File: src/core_params.svh
/*
 * Core sizing macros
 * Data and PC width, register file depth, register index width
 * and the sequential PC step
 */

`ifndef CORE_PARAMS_SVH
`define CORE_PARAMS_SVH

// Data path and PC width
`define XLEN 32

// Architectural integer registers, x0 included
`define NUM_REGS 32

// Register index width
`define REG_AW 5

// Step between sequential instructions, no compressed support
`define PC_INCR 4

`endif
File: src/isa_pkg.sv
/*
 * RV32I encoding types for the kept instruction subset
 * Major opcodes, funct3/funct7 codes, ALU and branch enums, operand selectors
 */

`include "core_params.svh"

package isa_pkg;

  typedef logic [`XLEN-1:0]   xlen_t;
  typedef logic [`REG_AW-1:0] reg_addr_t;

  // Major opcodes, low two bits always 2'b11
  typedef enum logic [6:0] {
    OPC_OP     = 7'b0110011,
    OPC_OP_IMM = 7'b0010011,
    OPC_LUI    = 7'b0110111,
    OPC_AUIPC  = 7'b0010111,
    OPC_JAL    = 7'b1101111,
    OPC_JALR   = 7'b1100111,
    OPC_BRANCH = 7'b1100011
  } opcode_e;

  //////////////////////
  // funct3 for ALU ops
  localparam logic [2:0] F3_ADD  = 3'b000;
  localparam logic [2:0] F3_SLL  = 3'b001;
  localparam logic [2:0] F3_SLT  = 3'b010;
  localparam logic [2:0] F3_SLTU = 3'b011;
  localparam logic [2:0] F3_XOR  = 3'b100;
  localparam logic [2:0] F3_SR   = 3'b101;
  localparam logic [2:0] F3_OR   = 3'b110;
  localparam logic [2:0] F3_AND  = 3'b111;

  // funct3 for branches
  localparam logic [2:0] F3_BEQ  = 3'b000;
  localparam logic [2:0] F3_BNE  = 3'b001;
  localparam logic [2:0] F3_BLT  = 3'b100;
  localparam logic [2:0] F3_BGE  = 3'b101;
  localparam logic [2:0] F3_BLTU = 3'b110;
  localparam logic [2:0] F3_BGEU = 3'b111;

  // funct7, ALT selects SUB and SRA
  localparam logic [6:0] F7_BASE = 7'b0000000;
  localparam logic [6:0] F7_ALT  = 7'b0100000;

  typedef enum logic [3:0] {
    ALU_ADD, ALU_SUB, ALU_AND, ALU_OR, ALU_XOR,
    ALU_SLL, ALU_SRL, ALU_SRA, ALU_SLT, ALU_SLTU
  } alu_op_e;

  typedef enum logic [2:0] {
    BR_NONE, BR_EQ, BR_NE, BR_LT, BR_GE, BR_LTU, BR_GEU
  } br_cond_e;

  typedef enum logic [1:0] { OP_A_REG, OP_A_PC, OP_A_ZERO } op_a_sel_e;
  typedef enum logic       { OP_B_REG, OP_B_IMM } op_b_sel_e;

endpackage

File: src/pipe_pkg.sv
/*
 * Payload records passed between pipeline stages and to the outside
 * Instruction input, ID/EX, EX/WB, retire record and register write port
 */

package pipe_pkg;

  // Instruction word with its fetch PC
  typedef struct packed {
    logic [31:0]    instr;
    isa_pkg::xlen_t pc;
  } instr_in_t;

  // Decoded instruction with operands already selected
  typedef struct packed {
    isa_pkg::xlen_t     pc;
    isa_pkg::alu_op_e   alu_op;
    isa_pkg::xlen_t     op_a;
    isa_pkg::xlen_t     op_b;
    isa_pkg::xlen_t     rs2_val;    // compared against op_a on branches
    isa_pkg::xlen_t     imm;
    isa_pkg::br_cond_e  br_cond;
    logic               jump;
    isa_pkg::reg_addr_t rd;
    logic               we;
    logic               illegal;
  } id_ex_t;

  typedef struct packed {
    isa_pkg::xlen_t     pc;
    isa_pkg::xlen_t     npc;
    isa_pkg::reg_addr_t rd;
    logic               we;
    isa_pkg::xlen_t     result;
    logic               illegal;
  } ex_wb_t;

  // External retire record
  typedef struct packed {
    isa_pkg::xlen_t     pc;
    isa_pkg::xlen_t     npc;
    isa_pkg::reg_addr_t rd;
    logic               we;
    isa_pkg::xlen_t     result;
    logic               illegal;
  } retire_t;

  typedef struct packed {
    logic               we;
    isa_pkg::reg_addr_t rd;
    isa_pkg::xlen_t     data;
  } wb_write_t;

endpackage

File: src/core_top.sv
/*
 * Core top level
 * Decode, two pipeline registers, execute, result stage and register file
 */

`timescale 1ns/1ps

module core_top (
  input  logic                clk_i,
  input  logic                rst_ni,
  input  logic                instr_valid_i,
  output logic                instr_ready_o,
  input  pipe_pkg::instr_in_t instr_i,
  output logic                retire_valid_o,
  input  logic                retire_ready_i,
  output pipe_pkg::retire_t   retire_o
);

  import isa_pkg::*;
  import pipe_pkg::*;

  // Decode to ID/EX register
  logic      id_valid, id_ready;
  id_ex_t    id_out;
  // ID/EX register to execute, execute to EX/WB register
  logic      ex_valid, ex_ready;
  id_ex_t    ex_in;
  ex_wb_t    ex_out;
  // EX/WB register to result stage
  logic      wb_valid, wb_ready;
  ex_wb_t    wb_in;

  wb_write_t wb_write;
  reg_addr_t raddr_a, raddr_b;
  xlen_t     rdata_a, rdata_b;

  id_stage u_id (
    .clk_i, .rst_ni, .instr_valid_i, .instr_ready_o, .instr_i,
    .raddr_a_o(raddr_a), .raddr_b_o(raddr_b),
    .rdata_a_i(rdata_a), .rdata_b_i(rdata_b),
    .wb_i(wb_write),
    .out_valid_o(id_valid), .out_ready_i(id_ready), .out_o(id_out)
  );

  pipe_reg #(.payload_t(id_ex_t)) u_id_ex (
    .clk_i, .rst_ni,
    .in_valid_i(id_valid), .in_ready_o(id_ready), .in_data_i(id_out),
    .out_valid_o(ex_valid), .out_ready_i(ex_ready), .out_data_o(ex_in)
  );

  ex_stage u_ex (.in_i(ex_in), .out_o(ex_out));

  pipe_reg #(.payload_t(ex_wb_t)) u_ex_wb (
    .clk_i, .rst_ni,
    .in_valid_i(ex_valid), .in_ready_o(ex_ready), .in_data_i(ex_out),
    .out_valid_o(wb_valid), .out_ready_i(wb_ready), .out_data_o(wb_in)
  );

  wb_stage u_wb (
    .in_valid_i(wb_valid), .in_ready_o(wb_ready), .in_i(wb_in),
    .retire_valid_o, .retire_ready_i, .retire_o,
    .wb_o(wb_write)
  );

  regfile u_rf (
    .clk_i, .rst_ni,
    .raddr_a_i(raddr_a), .raddr_b_i(raddr_b),
    .rdata_a_o(rdata_a), .rdata_b_o(rdata_b),
    .wr_i(wb_write)
  );

endmodule

File: src/wb_stage.sv
/*
 * Result stage
 * Presents the retire record and commits the register write on transfer
 */

`timescale 1ns/1ps

module wb_stage (
  input  logic                in_valid_i,
  output logic                in_ready_o,
  input  pipe_pkg::ex_wb_t    in_i,
  output logic                retire_valid_o,
  input  logic                retire_ready_i,
  output pipe_pkg::retire_t   retire_o,
  output pipe_pkg::wb_write_t wb_o
);

  logic retire_fire;

  // Record leaves the core exactly when the outside takes it
  assign retire_valid_o = in_valid_i;
  assign in_ready_o     = retire_ready_i;
  assign retire_fire    = in_valid_i & retire_ready_i;

  always_comb begin
    retire_o.pc      = in_i.pc;
    retire_o.npc     = in_i.npc;
    retire_o.rd      = in_i.rd;
    retire_o.we      = in_i.we;
    retire_o.result  = in_i.result;
    retire_o.illegal = in_i.illegal;
  end

  // Write port pulses on the retire edge only
  always_comb begin
    wb_o.we   = retire_fire & in_i.we & ~in_i.illegal;
    wb_o.rd   = in_i.rd;
    wb_o.data = in_i.result;
  end

endmodule

File: src/ex_stage.sv
/*
 * Execute stage
 * ALU, branch comparator and next-PC selection, purely combinational
 */

`timescale 1ns/1ps
`include "core_params.svh"

module ex_stage (
  input  pipe_pkg::id_ex_t in_i,
  output pipe_pkg::ex_wb_t out_o
);

  import isa_pkg::*;

  logic [4:0]              shamt;
  xlen_t                   sum;
  xlen_t                   alu_res;
  xlen_t                   link;
  xlen_t                   br_target;
  logic signed [`XLEN-1:0] sra_res;
  logic                    eq, lt, ltu, taken;

  ////////////////////
  // ALU
  assign shamt   = in_i.op_b[4:0];
  assign sum     = in_i.op_a + in_i.op_b;
  assign sra_res = $signed(in_i.op_a) >>> shamt;

  always_comb begin
    case (in_i.alu_op)
      ALU_ADD:  alu_res = sum;
      ALU_SUB:  alu_res = in_i.op_a - in_i.op_b;
      ALU_AND:  alu_res = in_i.op_a & in_i.op_b;
      ALU_OR:   alu_res = in_i.op_a | in_i.op_b;
      ALU_XOR:  alu_res = in_i.op_a ^ in_i.op_b;
      ALU_SLL:  alu_res = in_i.op_a << shamt;
      ALU_SRL:  alu_res = in_i.op_a >> shamt;
      ALU_SRA:  alu_res = xlen_t'(sra_res);
      ALU_SLT:  alu_res = xlen_t'($signed(in_i.op_a) < $signed(in_i.op_b));
      ALU_SLTU: alu_res = xlen_t'(in_i.op_a < in_i.op_b);
      default:  alu_res = sum;
    endcase
  end

  ////////////////////
  // Branch compare on rs1 and rs2 values
  assign eq  = (in_i.op_a == in_i.rs2_val);
  assign lt  = ($signed(in_i.op_a) < $signed(in_i.rs2_val));
  assign ltu = (in_i.op_a < in_i.rs2_val);

  always_comb begin
    case (in_i.br_cond)
      BR_EQ:   taken = eq;
      BR_NE:   taken = ~eq;
      BR_LT:   taken = lt;
      BR_GE:   taken = ~lt;
      BR_LTU:  taken = ltu;
      BR_GEU:  taken = ~ltu;
      default: taken = 1'b0;
    endcase
  end

  // Sequential PC doubles as the jump link value
  assign link      = in_i.pc + xlen_t'(`PC_INCR);
  assign br_target = in_i.pc + in_i.imm;

  always_comb begin
    out_o.pc      = in_i.pc;
    out_o.rd      = in_i.rd;
    out_o.we      = in_i.we;
    out_o.illegal = in_i.illegal;
    out_o.result  = in_i.jump ? link : alu_res;

    // JAL and JALR targets come from the ALU sum, bit 0 dropped
    if (in_i.jump) begin
      out_o.npc = {sum[`XLEN-1:1], 1'b0};
    end else if (taken) begin
      out_o.npc = br_target;
    end else begin
      out_o.npc = link;
    end
  end

endmodule

File: src/id_stage.sv
/*
 * Decode stage
 * Instruction decoder, immediate generation, operand muxes
 * and a busy-register scoreboard that holds issue on hazards
 */

`timescale 1ns/1ps
`include "core_params.svh"

module id_stage (
  input  logic                clk_i,
  input  logic                rst_ni,
  input  logic                instr_valid_i,
  output logic                instr_ready_o,
  input  pipe_pkg::instr_in_t instr_i,
  output isa_pkg::reg_addr_t  raddr_a_o,
  output isa_pkg::reg_addr_t  raddr_b_o,
  input  isa_pkg::xlen_t      rdata_a_i,
  input  isa_pkg::xlen_t      rdata_b_i,
  input  pipe_pkg::wb_write_t wb_i,
  output logic                out_valid_o,
  input  logic                out_ready_i,
  output pipe_pkg::id_ex_t    out_o
);

  import isa_pkg::*;

  logic [31:0] instr;
  opcode_e     opcode;
  logic [2:0]  funct3;
  logic [6:0]  funct7;
  reg_addr_t   rs1, rs2, rd;
  xlen_t       imm_i, imm_b, imm_u, imm_j;

  // Decoder outputs
  alu_op_e     alu_op;
  op_a_sel_e   a_sel;
  op_b_sel_e   b_sel;
  xlen_t       imm;
  br_cond_e    br_cond;
  logic        jump, wr_en, use_rs1, use_rs2, illegal;

  xlen_t       op_a, op_b;
  logic [`NUM_REGS-1:0] busy_q;
  logic        run_q, hazard, issue;

  // Base ALU op from funct3, SUB and SRA patched by the caller
  function automatic alu_op_e alu_from_f3(input logic [2:0] f3);
    case (f3)
      F3_ADD:  return ALU_ADD;
      F3_SLL:  return ALU_SLL;
      F3_SLT:  return ALU_SLT;
      F3_SLTU: return ALU_SLTU;
      F3_XOR:  return ALU_XOR;
      F3_SR:   return ALU_SRL;
      F3_OR:   return ALU_OR;
      default: return ALU_AND;
    endcase
  endfunction

  ////////////////////
  // Fields and immediates
  assign instr  = instr_i.instr;
  assign opcode = opcode_e'(instr[6:0]);
  assign funct3 = instr[14:12];
  assign funct7 = instr[31:25];
  assign rd     = instr[11:7];
  assign rs1    = instr[19:15];
  assign rs2    = instr[24:20];

  assign imm_i = {{20{instr[31]}}, instr[31:20]};
  assign imm_b = {{19{instr[31]}}, instr[31], instr[7], instr[30:25], instr[11:8], 1'b0};
  assign imm_u = {instr[31:12], 12'b0};
  assign imm_j = {{11{instr[31]}}, instr[31], instr[19:12], instr[20], instr[30:21], 1'b0};

  ////////////////////
  // Decoder
  always_comb begin
    alu_op  = ALU_ADD;
    a_sel   = OP_A_REG;
    b_sel   = OP_B_IMM;
    imm     = imm_i;
    br_cond = BR_NONE;
    jump    = 1'b0;
    wr_en   = 1'b0;
    use_rs1 = 1'b0;
    use_rs2 = 1'b0;
    illegal = 1'b0;

    case (opcode)
      OPC_OP: begin
        b_sel   = OP_B_REG;
        use_rs1 = 1'b1;
        use_rs2 = 1'b1;
        wr_en   = 1'b1;
        if (funct7 == F7_BASE) begin
          alu_op = alu_from_f3(funct3);
        end else if (funct7 == F7_ALT && funct3 == F3_ADD) begin
          alu_op = ALU_SUB;
        end else if (funct7 == F7_ALT && funct3 == F3_SR) begin
          alu_op = ALU_SRA;
        end else begin
          illegal = 1'b1;
        end
      end
      OPC_OP_IMM: begin
        use_rs1 = 1'b1;
        wr_en   = 1'b1;
        alu_op  = alu_from_f3(funct3);
        // Shift immediates keep funct7 in the upper bits
        if (funct3 == F3_SLL && funct7 != F7_BASE) begin
          illegal = 1'b1;
        end else if (funct3 == F3_SR && funct7 == F7_ALT) begin
          alu_op = ALU_SRA;
        end else if (funct3 == F3_SR && funct7 != F7_BASE) begin
          illegal = 1'b1;
        end
      end
      OPC_LUI: begin
        a_sel = OP_A_ZERO;
        imm   = imm_u;
        wr_en = 1'b1;
      end
      OPC_AUIPC: begin
        a_sel = OP_A_PC;
        imm   = imm_u;
        wr_en = 1'b1;
      end
      // Jumps add target on the ALU, link comes from EX
      OPC_JAL: begin
        a_sel = OP_A_PC;
        imm   = imm_j;
        jump  = 1'b1;
        wr_en = 1'b1;
      end
      OPC_JALR: begin
        use_rs1 = 1'b1;
        jump    = 1'b1;
        wr_en   = 1'b1;
        illegal = (funct3 != F3_ADD);
      end
      OPC_BRANCH: begin
        b_sel   = OP_B_REG;
        use_rs1 = 1'b1;
        use_rs2 = 1'b1;
        imm     = imm_b;
        alu_op  = ALU_SUB;
        case (funct3)
          F3_BEQ:  br_cond = BR_EQ;
          F3_BNE:  br_cond = BR_NE;
          F3_BLT:  br_cond = BR_LT;
          F3_BGE:  br_cond = BR_GE;
          F3_BLTU: br_cond = BR_LTU;
          F3_BGEU: br_cond = BR_GEU;
          default: illegal = 1'b1;
        endcase
      end
      default: illegal = 1'b1;
    endcase

    // Illegal encodings retire with no side effects
    if (illegal) begin
      wr_en   = 1'b0;
      use_rs1 = 1'b0;
      use_rs2 = 1'b0;
      br_cond = BR_NONE;
      jump    = 1'b0;
    end
  end

  ////////////////////
  // Operand muxes
  assign raddr_a_o = rs1;
  assign raddr_b_o = rs2;

  always_comb begin
    case (a_sel)
      OP_A_REG: op_a = rdata_a_i;
      OP_A_PC:  op_a = instr_i.pc;
      default:  op_a = '0;
    endcase
  end

  assign op_b = (b_sel == OP_B_IMM) ? imm : rdata_b_i;

  ////////////////////
  // Scoreboard and issue
  // Sources wait for their writer, rd busy also blocks so one bit per reg is enough
  assign hazard = (use_rs1 & busy_q[rs1]) | (use_rs2 & busy_q[rs2]) | (wr_en & busy_q[rd]);

  assign out_valid_o   = instr_valid_i & run_q & ~hazard;
  assign instr_ready_o = run_q & ~hazard & out_ready_i;
  assign issue         = instr_valid_i & instr_ready_o;

  always_ff @(posedge clk_i or negedge rst_ni) begin
    if (!rst_ni) begin
      run_q  <= 1'b0;
      busy_q <= '0;
    end else begin
      // Issue opens one cycle after reset release
      run_q <= 1'b1;
      if (wb_i.we) begin
        busy_q[wb_i.rd] <= 1'b0;
      end
      if (issue && wr_en && (rd != '0)) begin
        busy_q[rd] <= 1'b1;
      end
    end
  end

  always_comb begin
    out_o.pc      = instr_i.pc;
    out_o.alu_op  = alu_op;
    out_o.op_a    = op_a;
    out_o.op_b    = op_b;
    out_o.rs2_val = rdata_b_i;
    out_o.imm     = imm;
    out_o.br_cond = br_cond;
    out_o.jump    = jump;
    out_o.rd      = rd;
    out_o.we      = wr_en;
    out_o.illegal = illegal;
  end

endmodule

File: src/regfile.sv
/*
 * Integer register file
 * Two combinational read ports, one write port, x0 reads as zero
 */

`timescale 1ns/1ps
`include "core_params.svh"

module regfile (
  input  logic                clk_i,
  input  logic                rst_ni,
  input  isa_pkg::reg_addr_t  raddr_a_i,
  input  isa_pkg::reg_addr_t  raddr_b_i,
  output isa_pkg::xlen_t      rdata_a_o,
  output isa_pkg::xlen_t      rdata_b_o,
  input  pipe_pkg::wb_write_t wr_i
);

  import isa_pkg::*;

  // Storage for x1 upwards only
  xlen_t regs_q [1:`NUM_REGS-1];

  always_ff @(posedge clk_i or negedge rst_ni) begin
    if (!rst_ni) begin
      for (int i = 1; i < `NUM_REGS; i++) begin
        regs_q[i] <= '0;
      end
    end else if (wr_i.we && (wr_i.rd != '0)) begin
      regs_q[wr_i.rd] <= wr_i.data;
    end
  end

  // x0 hardwired
  assign rdata_a_o = (raddr_a_i == '0) ? '0 : regs_q[raddr_a_i];
  assign rdata_b_o = (raddr_b_i == '0) ? '0 : regs_q[raddr_b_i];

endmodule

File: src/pipe_reg.sv
/*
 * Single-entry valid/ready pipeline register
 * Payload type is a parameter
 */

`timescale 1ns/1ps

module pipe_reg #(
  parameter type payload_t = logic
) (
  input  logic     clk_i,
  input  logic     rst_ni,
  input  logic     in_valid_i,
  output logic     in_ready_o,
  input  payload_t in_data_i,
  output logic     out_valid_o,
  input  logic     out_ready_i,
  output payload_t out_data_o
);

  logic     valid_q;
  payload_t data_q;

  // Take new data when empty or when the held item leaves this cycle
  assign in_ready_o  = ~valid_q | out_ready_i;
  assign out_valid_o = valid_q;
  assign out_data_o  = data_q;

  always_ff @(posedge clk_i or negedge rst_ni) begin
    if (!rst_ni) begin
      valid_q <= 1'b0;
    end else if (in_ready_o) begin
      valid_q <= in_valid_i;
    end
  end

  // Payload only moves on an input transfer
  always_ff @(posedge clk_i) begin
    if (in_valid_i && in_ready_o) begin
      data_q <= in_data_i;
    end
  end

endmodule

File: config.mk
export PLATFORM = sky130hd
export DESIGN_NAME = core_top
export DESIGN_NICKNAME = d
export VERILOG_FILES = /design/src/isa_pkg.sv /design/src/pipe_pkg.sv /design/src/core_top.sv /design/src/wb_stage.sv /design/src/ex_stage.sv /design/src/id_stage.sv /design/src/regfile.sv /design/src/pipe_reg.sv
export VERILOG_INCLUDE_DIRS = /design/src
export SDC_FILE = /design/constraint.sdc
export NUM_CORES = 2
export LEC_CHECK = 0
export BUFFER_PORTS_ARGS = -buffer_cell sky130_fd_sc_hd__buf_2
export CAP_MARGIN = 20
export CORE_UTILIZATION = 55
export DETAILED_ROUTE_END_ITERATION = 8
export PLACE_DENSITY = 0.74
export SYNTH_ARGS = -nofsm -noshare
export SYNTH_HDL_FRONTEND = slang
export SYNTH_SLANG_ARGS = --single-unit
File: constraint.sdc
create_clock -name clk_i -period 14.6 [get_ports clk_i]
set_clock_uncertainty 0.2 [all_clocks]
set_input_delay 1.46 -clock clk_i [delete_from_list [all_inputs] [get_ports clk_i]]
set_output_delay 1.46 -clock clk_i [all_outputs]
set_load 0.02 [all_outputs]
==> impl_metrics.ini <==
[power_and_ir_drop]
power_density_mw_per_mm2 = 107
p_leak_nw = 37.0
peakVddDrop_mv = 0.0980
totalPowerFinal_mw = 9.03

[routing]
post_drt_wl_per_cell_um = 34.1
drt_iter0_drc = 7218
drt_pre_antenna_iters = 8
drt-total-wl_mm = 258
drt_drc_violations_left = 0
ant_nets = 0
avgViaCountPerCell = 7.19
via_count = 54370

[sta]
max-slew-margin-rel_pct = 14.3
achievable-frequency_mhz = 155
final_setup_violation_count = 0
worst_slew_pin_slew_ps = 1270
post_route_setup_tns_ps = 0
grt_setup_unrepaired = no
postLayoutSetupSlackWorst_ps = 8160
final.hold.worst_slack_ps = 219
finalCriticalPeriod_ps = 6440
finalMaxSlewViolations = 0
hold_viol_final = 0
final.period_utilization_pct = 44.1

[die]
vertical_extent_of_the_die_um = 375
io_pins = 173
initial_core_util_pct = 55.6
die_w_um = 375
design.die.area_mm2 = 0.141
rows = 136
floorplan.core_area_mm2 = 0.138

[synthesis]
yosysTopAreaCell = sky130_fd_sc_hd__dfrtp_1
netlist-cell-type-count = 86
synth-async-reset-ratio_pct = 78.7
synth.cell_area_mm2 = 0.0767
netlist_instances = 5712
postSynth.topFlopCell = sky130_fd_sc_hd__dfrtp_1
postSynthAreaPerCell_um2 = 13.4
ys_warn_count = 0
cell_types_occupying_the_most_area_after_synthesis = sky130_fd_sc_hd__dfrtp_1, sky130_fd_sc_hd__mux4_2, sky130_fd_sc_hd__mux2_2
synth_seq_cells = 1305
net_count_after_synthesis = 5944
synth-edff-count = 278
ys_seq_area_share_pct = 44.4
synth_largest_type_area_fraction_pct = 33.5

[clock_network]
ctsLongestPathBuffers = 3
clk_pin_slew_ps = 60
htreeDepth = 4
cts_inserted_buffers = 143
cts.hold.buffers_added = 0
cts.repair.resized = 0
worstSkewPairLatency_ps = 810
cts_setup_buffers = 0
cts.sinks = 1305
cts_root_buffer = sky130_fd_sc_hd__clkbuf_16
tritoncts = built

[setup_path]
critical_path_required_ps = 12940
cp.arrival_ps = 4780
critPathMaxFanout = 109
critPathLaunchType = primary input
crit_start = instr_i[53]
timing.setup.critical_path_class = in2out
ff2ff_setup_slack_ps = 9250
r2r_end = u_ex_wb.out_data_o[30]$_DFFE_PP_
worst_r2r_path_depth = 12
regToRegStartpoint = u_id_ex.out_data_o[76]$_DFFE_PP_
critPathCaptureType = output pin

[grt]
maximum_number_of_pins_on_one_net_before_global_route_repair = 172
globalRoute.totalOverflow = 0
globalRouteTotalUtil_pct = 36.7
antenna_found_initial = 11
global_route_wire_length_before_repair_mm = 374
grt_pass1_vias = 54100

[min_path]
min_delay_path_depth = 0
whs_endpoint = u_ex_wb.out_data_o[34]$_DFFE_PP_
hold_path.startpoint = u_id_ex.out_data_o[2]$_DFFE_PP_
timing.hold.worst.class = reg2reg

[layout]
finalNetCount = 5884
layout_commonest_cell = sky130_fd_sc_hd__mux2_2
areaGrowthSynthToFinish_pct = 10.1
final.fill_count = 10318
post-route-util_pct = 61.2
multi_input_comb_area_mm2 = 0.0403
mostFrequentLayoutCells = sky130_fd_sc_hd__mux2_2, sky130_fd_sc_hd__dfrtp_1, sky130_fd_sc_hd__mux4_2, sky130_fd_sc_hd__a21oi_1, sky130_fd_sc_hd__edfxtp_1
fraction_of_layout_cells_with_a_size_suffix_above_1_pct = 40.1
final-seq-area_mm2 = 0.0340

[place]
placement.io_buffers = 172
worst_setup_timing_slack_at_the_placement_stage_ps = 8210
dp_hpwl_mm = 163
placer_s_final_routability_congestion_estimate = 1.02

[flow_run]
max_cap_viol_count = 0

[outcome]
run_status = finished, final reports clean
worst max-delay path: stages:
cell and delay [ps]:
sky130_fd_sc_hd__buf_8 610, sky130_fd_sc_hd__buf_4 800, sky130_fd_sc_hd__mux4_2 420, sky130_fd_sc_hd__mux4_2 480, sky130_fd_sc_hd__mux2i_1 140, sky130_fd_sc_hd__o211ai_1 150, sky130_fd_sc_hd__nor2b_1 240, sky130_fd_sc_hd__nor2_1 150
sky130_fd_sc_hd__buf_2 180
power by group:
| part | switching [mW] | internal (mW) | total, mW |
|---|---|---|---|
| registers | 0.144 | 3.90 | 4.05 |
| clock network | 1.62 | 2.11 | 3.73 |
| logic | 0.745 | 0.507 | 1.25 |
| total | 2.51 | 6.52 | 9.03 |
synthesized netlist by cell type, types with 17 or more instances:
master,number
sky130_fd_sc_hd__mux2_2,1070
sky130_fd_sc_hd__dfrtp_1,1027
sky130_fd_sc_hd__mux4_2,638
sky130_fd_sc_hd__clkbuf_1,417
sky130_fd_sc_hd__a21oi_1,331
sky130_fd_sc_hd__nor2_1,286
sky130_fd_sc_hd__edfxtp_1,278
sky130_fd_sc_hd__ha_1,161
sky130_fd_sc_hd__inv_1,160
sky130_fd_sc_hd__mux2i_1,159
sky130_fd_sc_hd__nand2_1,143
sky130_fd_sc_hd__o21ai_0,140
sky130_fd_sc_hd__buf_1,81
sky130_fd_sc_hd__xnor2_1,64
sky130_fd_sc_hd__a21o_1,55
sky130_fd_sc_hd__nand3_1,55
sky130_fd_sc_hd__a211oi_1,44
sky130_fd_sc_hd__nand2b_1,44
sky130_fd_sc_hd__xor2_1,41
sky130_fd_sc_hd__nor3_1,37
sky130_fd_sc_hd__a22o_1,33
sky130_fd_sc_hd__a221oi_1,30
sky130_fd_sc_hd__a22oi_1,26
sky130_fd_sc_hd__o211ai_1,26
sky130_fd_sc_hd__and3_1,25
sky130_fd_sc_hd__nor2b_1,24
sky130_fd_sc_hd__nand4_1,19
sky130_fd_sc_hd__a32oi_1,17
sky130_fd_sc_hd__and2_1,17
sky130_fd_sc_hd__buf_2,17
sky130_fd_sc_hd__o21bai_1,17
sky130_fd_sc_hd__or3_1,17
cells by family (layout without fill, tap and decap cells):
family          Yosys count  in the layout  synth area share [%]
mux                    1867           1867                  36.5
flops                  1305           1305                  44.4
compound gates          860            860                  7.18
simple gates            733            733                  4.61
buf+inv                 677            732                  3.35
fa+ha+maj               164            164                  2.71
xor+xnor                105            105                  1.20
other cells               1              6               0.00489
worst max-delay path by stage:
stage                                       endpoint  slack (ps)  cells after the start
floorplan                   u_id.busy_q[4]$_DFF_PN0_        3070                     10
global placement                       instr_ready_o        8270                      9
detailed placement  u_id_ex.out_data_o[49]$_DFFE_PP_        8210                      9
CTS                                    instr_ready_o        8190                      9
global route                           instr_ready_o        8060                      9
finish                                 instr_ready_o        8160                      9
flip-flops by register name, summed over array words and instances (netlist names):
name,cells
u_id_ex.out_valid_o,1
u_id.busy_q,32
u_rf.regs_q,992
u_ex_wb.out_valid_o,1
u_id_ex.out_data_o,175
u_id.run_q,1
u_ex_wb.out_data_o,103
layout make-up:
cell class | count | area share (%)
clock inverters | 67 | 1.02
clock buffers | 193 | 4.75
well taps | 1794 | 2.66
inverters | 161 | 0.716
diodes | 5 | 0.0148
flip-flops and latches | 1305 | 40.3
repair buffers | 311 | 2.75
multi-input cells | 3730 | 47.7
metal layers:
layer	share of wire, %	GRT usage [%]	wire [um]
met1	36	47.1	94100
met2	46	56.5	120000
met3	10	8.85	26400
met4	6.8	22.4	17600
met5	0.011	0	29
stage by stage:
step | instances | instance area, um2
floorplan | 5712 | 76700
global placement | 7285 | 79100
detailed placement | 7286 | 79100
CTS | 7546 | 84000
global route | 7561 | 84400
finish | 7566 | 84400
(Power assumes the default switching activity.)
